<file path="config.mk">
export PLATFORM = sky130hd
export DESIGN_NAME = mips_divider
export DESIGN_NICKNAME = d
export VERILOG_FILES = /design/src/div_ctrl_pkg.sv /design/src/div_types_pkg.sv /design/src/div_operand_if.sv /design/src/div_control.sv /design/src/div_datapath.sv /design/src/div_sign_fix.sv /design/src/mips_divider.sv /design/src/step_counter.sv
export SDC_FILE = /design/constraint.sdc
export NUM_CORES = 1
export LEC_CHECK = 0
export BUFFER_PORTS_ARGS = -buffer_cell sky130_fd_sc_hd__buf_2
export CAP_MARGIN = 20
export CELL_PAD_IN_SITES_DETAIL_PLACEMENT = 0
export CELL_PAD_IN_SITES_GLOBAL_PLACEMENT = 1
export CORE_MARGIN = 5
export CORE_UTILIZATION = 41
export CTS_CLUSTER_DIAMETER = 200
export DETAILED_ROUTE_END_ITERATION = 7
export GPL_TIMING_DRIVEN = 0
export PLACE_DENSITY = 0.84
export SYNTH_ARGS = -nofsm -noshare
export SYNTH_HDL_FRONTEND = slang
export SYNTH_SLANG_ARGS = --single-unit
</file>
<file path="constraint.sdc">
create_clock -name clk -period 2.7 [get_ports clk]
set_clock_uncertainty 0.1 [all_clocks]
set_input_delay 0.135 -clock clk [delete_from_list [all_inputs] [get_ports clk]]
set_output_delay 0.135 -clock clk [all_outputs]
set_load 0.02 [all_outputs]
</file>
<file path="src/div_ctrl_pkg.sv">
// Divider control definitions
`default_nettype none

package div_ctrl_pkg;

    // One restoring step per quotient bit.
    localparam int NUM_STEPS = 32;

    // Step index, 0 to NUM_STEPS-1.
    typedef logic [$clog2(NUM_STEPS)-1:0] step_cnt_t;

    typedef enum logic [1:0] {
        ST_IDLE = 2'd0, // Waiting for start.
        ST_BUSY = 2'd1, // Shift-subtract iterations.
        ST_FIX  = 2'd2, // Sign correction of the raw results.
        ST_DONE = 2'd3  // Result valid, held under stall.
    } div_state_e;

endpackage

`default_nettype wire

</file>
<file path="src/div_types_pkg.sv">
// Divider data types
`default_nettype none

package div_types_pkg;

    // Operand width of the divider.
    localparam int DATA_W = 32;

    // One operand, quotient or remainder.
    typedef logic [DATA_W-1:0] word_t;

    // Result word, remainder in the upper half (HI) and quotient in the lower half (LO).
    typedef logic [2*DATA_W-1:0] dword_t;

endpackage

`default_nettype wire

</file>
<file path="src/div_operand_if.sv">
// Divider operand channel
`default_nettype none

interface div_operand_if;

    import div_types_pkg::*;

    word_t dividend_mag;
    word_t divisor_mag;
    word_t quot_raw;
    word_t rem_raw;

    // Sign stage side.
    modport sign_mp (
        output dividend_mag,
        output divisor_mag,
        input  quot_raw,
        input  rem_raw
    );

    // Iteration side.
    modport iter_mp (
        input  dividend_mag,
        input  divisor_mag,
        output quot_raw,
        output rem_raw
    );

endinterface

`default_nettype wire

</file>
<file path="src/div_control.sv">
// Divider sequencer
`default_nettype none

module div_control (
    input  logic clk,
    input  logic rst_n_i,
    input  logic start_i,
    input  logic abandon_i,
    input  logic stall_i,
    input  logic last_i,
    output logic load_o,
    output logic step_o,
    output logic fix_o,
    output logic cnt_clr_o,
    output logic cnt_en_o,
    output logic ready_o
);

    import div_ctrl_pkg::*;

    div_state_e state_q;
    div_state_e state_d;

    always_comb begin
        state_d = state_q;
        case (state_q)
            ST_IDLE: begin
                if (start_i) begin
                    state_d = ST_BUSY;
                end
            end
            ST_BUSY: begin
                if (last_i) begin
                    state_d = ST_FIX; // Final step runs at this edge.
                end
            end
            ST_FIX: begin
                state_d = ST_DONE;
            end
            ST_DONE: begin
                if (!stall_i) begin
                    state_d = ST_IDLE; // Pipeline has taken the result.
                end
            end
            default: begin
                state_d = ST_IDLE;
            end
        endcase
        if (abandon_i) begin
            state_d = ST_IDLE; // A flush wins over everything else.
        end
    end

    always_ff @(posedge clk) begin
        if (!rst_n_i) begin
            state_q <= ST_IDLE;
        end else begin
            state_q <= state_d;
        end
    end

    assign load_o    = (state_q == ST_IDLE) && start_i && !abandon_i;
    assign step_o    = (state_q == ST_BUSY);
    assign fix_o     = (state_q == ST_FIX);
    assign cnt_clr_o = load_o;    // Counter restarts with each new operation.
    assign cnt_en_o  = step_o;
    assign ready_o   = (state_q == ST_DONE);

    // Each operation iterates for exactly NUM_STEPS cycles before the sign fix.
    a_step_count: assert property (
        @(posedge clk) disable iff (!rst_n_i)
        fix_o |-> ($past(step_o, NUM_STEPS) && !$past(step_o, NUM_STEPS + 1))
    );

endmodule

`default_nettype wire

</file>
<file path="src/div_datapath.sv">
// Restoring division datapath
`default_nettype none

module div_datapath (
    input  logic           clk,
    input  logic           rst_n_i,
    input  logic           load_i,
    input  logic           step_i,
    div_operand_if.iter_mp ops
);

    import div_types_pkg::*;

    word_t             rem_q;
    word_t             quot_q;
    word_t             divisor_q;
    logic              loaded_q;
    logic [DATA_W:0]   rem_shift;
    logic [DATA_W:0]   trial;

    // Next dividend bit enters the partial remainder from the quotient register.
    assign rem_shift = {rem_q, quot_q[DATA_W-1]};
    assign trial     = rem_shift - {1'b0, divisor_q};

    always_ff @(posedge clk) begin
        if (load_i) begin
            rem_q     <= '0;
            quot_q    <= ops.dividend_mag;
            divisor_q <= ops.divisor_mag;
        end else if (step_i) begin
            if (!trial[DATA_W]) begin
                rem_q  <= trial[DATA_W-1:0]; // Divisor fits, keep the difference.
                quot_q <= {quot_q[DATA_W-2:0], 1'b1};
            end else begin
                rem_q  <= rem_shift[DATA_W-1:0];
                quot_q <= {quot_q[DATA_W-2:0], 1'b0};
            end
        end
    end

    always_ff @(posedge clk) begin
        if (!rst_n_i) begin
            loaded_q <= 1'b0;
        end else if (load_i) begin
            loaded_q <= 1'b1;
        end
    end

    assign ops.quot_raw = quot_q;
    assign ops.rem_raw  = rem_q;

    // Iterating on registers that were never loaded gives garbage.
    a_step_after_load: assert property (
        @(posedge clk) disable iff (!rst_n_i)
        step_i |-> loaded_q
    );

endmodule

`default_nettype wire

</file>
<file path="src/div_sign_fix.sv">
// Divider sign handling
`default_nettype none

module div_sign_fix (
    input  logic                  clk,
    input  logic                  rst_n_i,
    input  logic                  load_i,
    input  logic                  fix_i,
    input  logic                  signed_i,
    input  div_types_pkg::word_t  opr1_i,
    input  div_types_pkg::word_t  opr2_i,
    div_operand_if.sign_mp        ops,
    output div_types_pkg::dword_t res_o
);

    import div_types_pkg::*;

    logic   opr1_neg;
    logic   opr2_neg;
    logic   quot_neg_q;
    logic   rem_neg_q;
    word_t  quot_fixed;
    word_t  rem_fixed;
    dword_t res_q;

    // Only signed division treats the top bit as a sign.
    assign opr1_neg = signed_i && opr1_i[DATA_W-1];
    assign opr2_neg = signed_i && opr2_i[DATA_W-1];

    assign ops.dividend_mag = opr1_neg ? word_t'(-opr1_i) : opr1_i;
    assign ops.divisor_mag  = opr2_neg ? word_t'(-opr2_i) : opr2_i;

    always_ff @(posedge clk) begin
        if (!rst_n_i) begin
            quot_neg_q <= 1'b0;
            rem_neg_q  <= 1'b0;
        end else if (load_i) begin
            quot_neg_q <= opr1_neg ^ opr2_neg; // Signs differ, quotient is negative.
            rem_neg_q  <= opr1_neg;            // Remainder follows the dividend.
        end
    end

    assign quot_fixed = quot_neg_q ? word_t'(-ops.quot_raw) : ops.quot_raw;
    assign rem_fixed  = rem_neg_q ? word_t'(-ops.rem_raw) : ops.rem_raw;

    always_ff @(posedge clk) begin
        if (fix_i) begin
            res_q <= {rem_fixed, quot_fixed}; // HI is remainder, LO is quotient.
        end
    end

    assign res_o = res_q;

endmodule

`default_nettype wire

</file>
<file path="src/mips_divider.sv">
// Multi-cycle integer divider
`default_nettype none

module mips_divider (
    input  logic                  clk,
    input  logic                  rst_n_i,
    input  logic                  start_i,
    input  logic                  abandon_i,
    input  logic                  stall_i,
    input  logic                  signed_i,
    input  div_types_pkg::word_t  opr1_i,
    input  div_types_pkg::word_t  opr2_i,
    output logic                  ready_o,
    output div_types_pkg::dword_t res_o
);

    logic load;
    logic step;
    logic fix;
    logic cnt_clr;
    logic cnt_en;
    logic last;

    div_operand_if ops_if ();

    div_control u_control (
        .clk       (clk      ),
        .rst_n_i   (rst_n_i  ),
        .start_i   (start_i  ),
        .abandon_i (abandon_i),
        .stall_i   (stall_i  ),
        .last_i    (last     ),
        .load_o    (load     ),
        .step_o    (step     ),
        .fix_o     (fix      ),
        .cnt_clr_o (cnt_clr  ),
        .cnt_en_o  (cnt_en   ),
        .ready_o   (ready_o  )
    );

    step_counter u_step_counter (
        .clk     (clk    ),
        .rst_n_i (rst_n_i),
        .clr_i   (cnt_clr),
        .en_i    (cnt_en ),
        .last_o  (last   )
    );

    div_sign_fix u_sign_fix (
        .clk      (clk     ),
        .rst_n_i  (rst_n_i ),
        .load_i   (load    ),
        .fix_i    (fix     ),
        .signed_i (signed_i),
        .opr1_i   (opr1_i  ),
        .opr2_i   (opr2_i  ),
        .ops      (ops_if  ),
        .res_o    (res_o   )
    );

    div_datapath u_datapath (
        .clk     (clk    ),
        .rst_n_i (rst_n_i),
        .load_i  (load   ),
        .step_i  (step   ),
        .ops     (ops_if )
    );

endmodule

`default_nettype wire

</file>
<file path="src/step_counter.sv">
// Iteration step counter
`default_nettype none

module step_counter (
    input  logic clk,
    input  logic rst_n_i,
    input  logic clr_i,
    input  logic en_i,
    output logic last_o
);

    import div_ctrl_pkg::*;

    step_cnt_t cnt_q;

    assign last_o = (cnt_q == step_cnt_t'(NUM_STEPS - 1));

    always_ff @(posedge clk) begin
        if (!rst_n_i) begin
            cnt_q <= '0;
        end else if (clr_i) begin
            cnt_q <= '0;
        end else if (en_i && !last_o) begin
            cnt_q <= cnt_q + step_cnt_t'(1); // Saturates on the final step.
        end
    end

    // Counting must stop once the final step has been taken.
    a_no_wrap: assert property (
        @(posedge clk) disable iff (!rst_n_i)
        (en_i && last_o) |=> !en_i
    );

endmodule

`default_nettype wire

</file>
==> results.env <==
LARGEST_NET_DEGREE_AT_THE_START_OF_GLOBAL_ROUTING=38
IO_BUF_COUNT=134
SYNTH.LIB_CELLS_USED.DISTINCT=68
DIEWIDTH_UM=170
MAXSLEWVIOLCOUNT=0
TIMING.FINAL.WS_SETUP_NS=-0.501
CTS_HTREE_LEVELS=4
TNS_NS=-14.48
DRTANTENNAVIOLNETS=0
MAPPEDNETLISTNETS=1204
VIA_COUNT=8720
MULTIINPUTGATEAREA_UM2=5750
DPL-INSTANCE-AREA_UM2=11700
POSTSYNTHREGISTERBITS=169
POST_SYNTH_INSTANCE_AREA_UM2=10500
HOLD_PATH.CLASS='input port to register'
SYNTH_EDF_COUNT=128
NUMBER_OF_GLOBAL_ROUTE_VIAS_BEFORE_REPAIR=8191
DETAIL_ROUTE.WL_PER_CELL_UM=16.4
PIN_COUNT=135
MOST-COMMON-LAYOUT-CELLS='sky130_fd_sc_hd__buf_2, sky130_fd_sc_hd__edfxtp_1, sky130_fd_sc_hd__nand2_1'
GRT_PASS1_WL_UM=42600
CLK-INSERTION-DELAY-LATE_NS=0.44
GRT_USE_TOTAL_PCT=18.5
CLOCK_SINK_COUNT=169
FAILED_CHECKS='setup timing'
DIEAREA_UM2=29000
SYN-MEAN-INSTANCE-AREA_UM2=9.68
SYNTHARSTFLOPSHARE_PCT=0
CRITICAL_PATH.ENDPOINT_TYPE='register'
CLKSLEWWORSTSETUPHOLDPATHS_NS=0.06
ACHIEVABLE-FREQUENCY_MHz=312
POWER.DENSITY_CELL_AREA_nW_PER_UM2=703
MOSTFREQUENTLAYOUTCELL='sky130_fd_sc_hd__buf_2'
SYNTHESIS.YOSYS.WARNINGS=0
ANTENNA_FOUND_INITIAL=2
WORSTSETUPSTARTPOINTTYPE='register'
CTS_INSERTED_BUFFERS=17
CRITICALPATHCATEGORY='register to register'
MAX-SLEW-MARGIN-REL_PCT=51.3
POSTROUTEWIRELENGTH_UM=27200
AVGVIACOUNTPERCELL=5.25
CP.ARRIVAL_NS=3.45
FINALWORSTPATHREQUIREDPERIOD_NS=3.20
DETAILEDROUTE.FIRSTPASSITERATIONCOUNT=5
WORSTPATHREQUIRED_NS=2.95
WORSTMARGINPINSLEW_NS=0.731
CAP_VIOLATIONS=0
YS_SEQ_AREA_SHARE_PCT=44.2
NETLIST.AREA_LEADER.SHARE_PCT=36.4
SYNTHFLOPTYPE='sky130_fd_sc_hd__edfxtp_1'
REPORT.FINAL.SETUP_VIOL=33
FLOORPLAN.INITIALDENSITY_PCT=41.8
HEIGHT_OF_THE_CHIP_UM=170
CTS_TREE='built'
SYNTH_CELLS=1090
CONGESTION_OVERFLOW_GR=0
PERIOD_UTILISATION_LAYOUT_PCT=119
SYNTH_LARGEST_AREA_CELL='sky130_fd_sc_hd__edfxtp_1'
CRITICAL_PATH.REG2REG.STARTPOINT='u_datapath.ops.quot_raw[31]'
FINAL_UTIL_PCT=52.7
FINAL-HOLD-VIOLATION-COUNT=0
AREA_GROWTH_PCT=26.3
CTS-ROOT-TO-SINK-BUFFERS=2
POWER_mW=9.36
FIRST_ITER_VIOLATIONS=651
CTS_ROOT_BUF='sky130_fd_sc_hd__clkbuf_16'
FINAL_REPLACE_WEIGHTED_CONGESTION=0.884
PLEAK_nW=5.20
CRITPATHLAUNCH='u_datapath.ops.quot_raw[31]'
IR_DROP_mV=0.458
RSZ0062_AT_GRT='yes'
ROWS=58
WORST_HOLD_STARTPOINT='opr1_i[3]'
LAYOUT.AREA.SEQ_UM2=4680
DESIGN.CORE.AREA_UM2=25300
YOSYS-TOP-CELLS-AREA='sky130_fd_sc_hd__edfxtp_1, sky130_fd_sc_hd__dfxtp_1, sky130_fd_sc_hd__xnor2_1, sky130_fd_sc_hd__ha_1, sky130_fd_sc_hd__o21ai_0'
POSTLAYOUTCELLAREA_UM2=13300
DP.FINAL_HPWL_UM=20600
FILLCELLCOUNT=2265
NUM-NETS-FINAL=1430
DRCVIOLATIONCOUNT=0
RUN_STATUS='finished with violations'
FRACTION_OF_FINAL_LAYOUT_CELLS_SIZED_BEYOND_DRIVE_STRENGTH_1_PCT=22.0
CRITICAL_PATH.MAX_FANOUT=5
==> repair_timing <==
item	in CTS	in global routing
buffers inserted	20	14
gates resized for setup	44	45
gates cloned	2	0
endpoints found under the hold margin	41	0
pin swaps	20	19
hold buffers	37	0
setup endpoints to repair	79	90
==> critical path, cell delays in order, from the launching register on <==
cell and delay (ns):
sky130_fd_sc_hd__edfxtp_1 0.41, sky130_fd_sc_hd__inv_2 0.12, sky130_fd_sc_hd__ha_4 0.14, sky130_fd_sc_hd__fa_2 0.23, sky130_fd_sc_hd__nor2b_4 0.06, sky130_fd_sc_hd__o31ai_4 0.25
sky130_fd_sc_hd__a31oi_4 0.16, sky130_fd_sc_hd__o21ai_4 0.18, sky130_fd_sc_hd__a21oi_2 0.10, sky130_fd_sc_hd__or4b_4 0.55, sky130_fd_sc_hd__o211ai_4 0.15, sky130_fd_sc_hd__buf_12 0.18
sky130_fd_sc_hd__mux2_4 0.30, sky130_fd_sc_hd__a211oi_2 0.18
==> synth_stat cells, types with 11 or more instances <==
| cell | n |
|---|---|
| sky130_fd_sc_hd__mux2i_1 | 24 |
| sky130_fd_sc_hd__ha_1 | 43 |
| sky130_fd_sc_hd__a21o_1 | 11 |
| sky130_fd_sc_hd__inv_1 | 59 |
| sky130_fd_sc_hd__nand2_1 | 111 |
| sky130_fd_sc_hd__clkbuf_1 | 36 |
| sky130_fd_sc_hd__nand2b_1 | 17 |
| sky130_fd_sc_hd__a21oi_1 | 79 |
| sky130_fd_sc_hd__dfxtp_1 | 41 |
| sky130_fd_sc_hd__xor2_1 | 54 |
| sky130_fd_sc_hd__xnor2_1 | 91 |
| sky130_fd_sc_hd__nor3_1 | 18 |
| sky130_fd_sc_hd__o21ai_0 | 99 |
| sky130_fd_sc_hd__o31ai_1 | 23 |
| sky130_fd_sc_hd__nand3_1 | 17 |
| sky130_fd_sc_hd__edfxtp_1 | 128 |
| sky130_fd_sc_hd__nor2_1 | 73 |
==> per-layer routing <==
layer / GRT usage (%) / part of all wire (%) / vias to the layer above
li1: - / - / 4386
met1: 24.7 / 44 / 4020
met2: 30.7 / 48 / 277
met3: 2.65 / 5.9 / 37
met4: 6.60 / 2.1 / 0
met5: 0 / 0 / -
==> sequential cells by signal (all words and copies together) (netlist names) <==
signal / flops
u_control.state_q: 2
u_datapath.ops.rem_raw: 32
u_sign_fix.rem_neg_q: 1
u_sign_fix.res_o: 64
u_datapath.ops.quot_raw: 32
u_sign_fix.quot_neg_q: 1
u_datapath.divisor_q: 32
u_step_counter.cnt_q: 5
==> cell families (layout without fill, tap and decap cells) <==
| group | after synthesis | in the layout | synth area share [%] |
|---|---|---|---|
| and+or+nand+nor | 324 | 324 | 15.5 |
| AOI/OAI and AO/OA | 278 | 278 | 16.3 |
| DFF | 169 | 169 | 44.2 |
| xor gates and xnor gates | 145 | 145 | 12.0 |
| buffers and inverters | 102 | 341 | 3.94 |
| adders and majority gates | 44 | 44 | 5.29 |
| muxes | 28 | 28 | 2.70 |
| other | 0 | 2 | 0 |
==> stage by stage <==
step / instances / hold WS [ns] / setup WS [ns]
detailed placement: 1557 / 0.292 / -0.767
finish: 1661 / 0.00354 / -0.501
floorplan: 1090 / 0.134 / -0.190
global placement: 1554 / 0.296 / -0.965
global route: 1661 / 0.0253 / -0.586
CTS: 1648 / 0.0000875 / -0.550
==> layout make-up <==
| type | count | area share [%] |
|---|---|---|
| buffer | 40 | 1.44 |
| inverter | 59 | 1.69 |
| multi-input combinational | 819 | 43.1 |
| tap | 330 | 3.10 |
| sequential | 169 | 35.1 |
| antenna | 2 | 0.0376 |
| clock inverter | 12 | 0.864 |
| clock buffer | 20 | 3.59 |
| timing repair buffer | 210 | 11.0 |
==> where the power goes <==
part	leakage [nW]	switching, mW	internal (mW)
registers	1.53	0.341	3.11
clock network	0.284	1.06	1.38
logic	3.39	1.78	1.70
total	5.20	3.18	6.19
==> final timing paths <==
kind,endpoint,slack [ns],depth (start not counted)
worst min-delay path,u_datapath.ops.quot_raw[3],0.004,3
worst max register to register,u_datapath.ops.rem_raw[0],-0.50,13
worst max-delay path,u_datapath.ops.rem_raw[0],-0.50,13
worst min register to register,u_step_counter.cnt_q[4],0.41,2
Note: power is estimated with default switching activity, not from simulation.
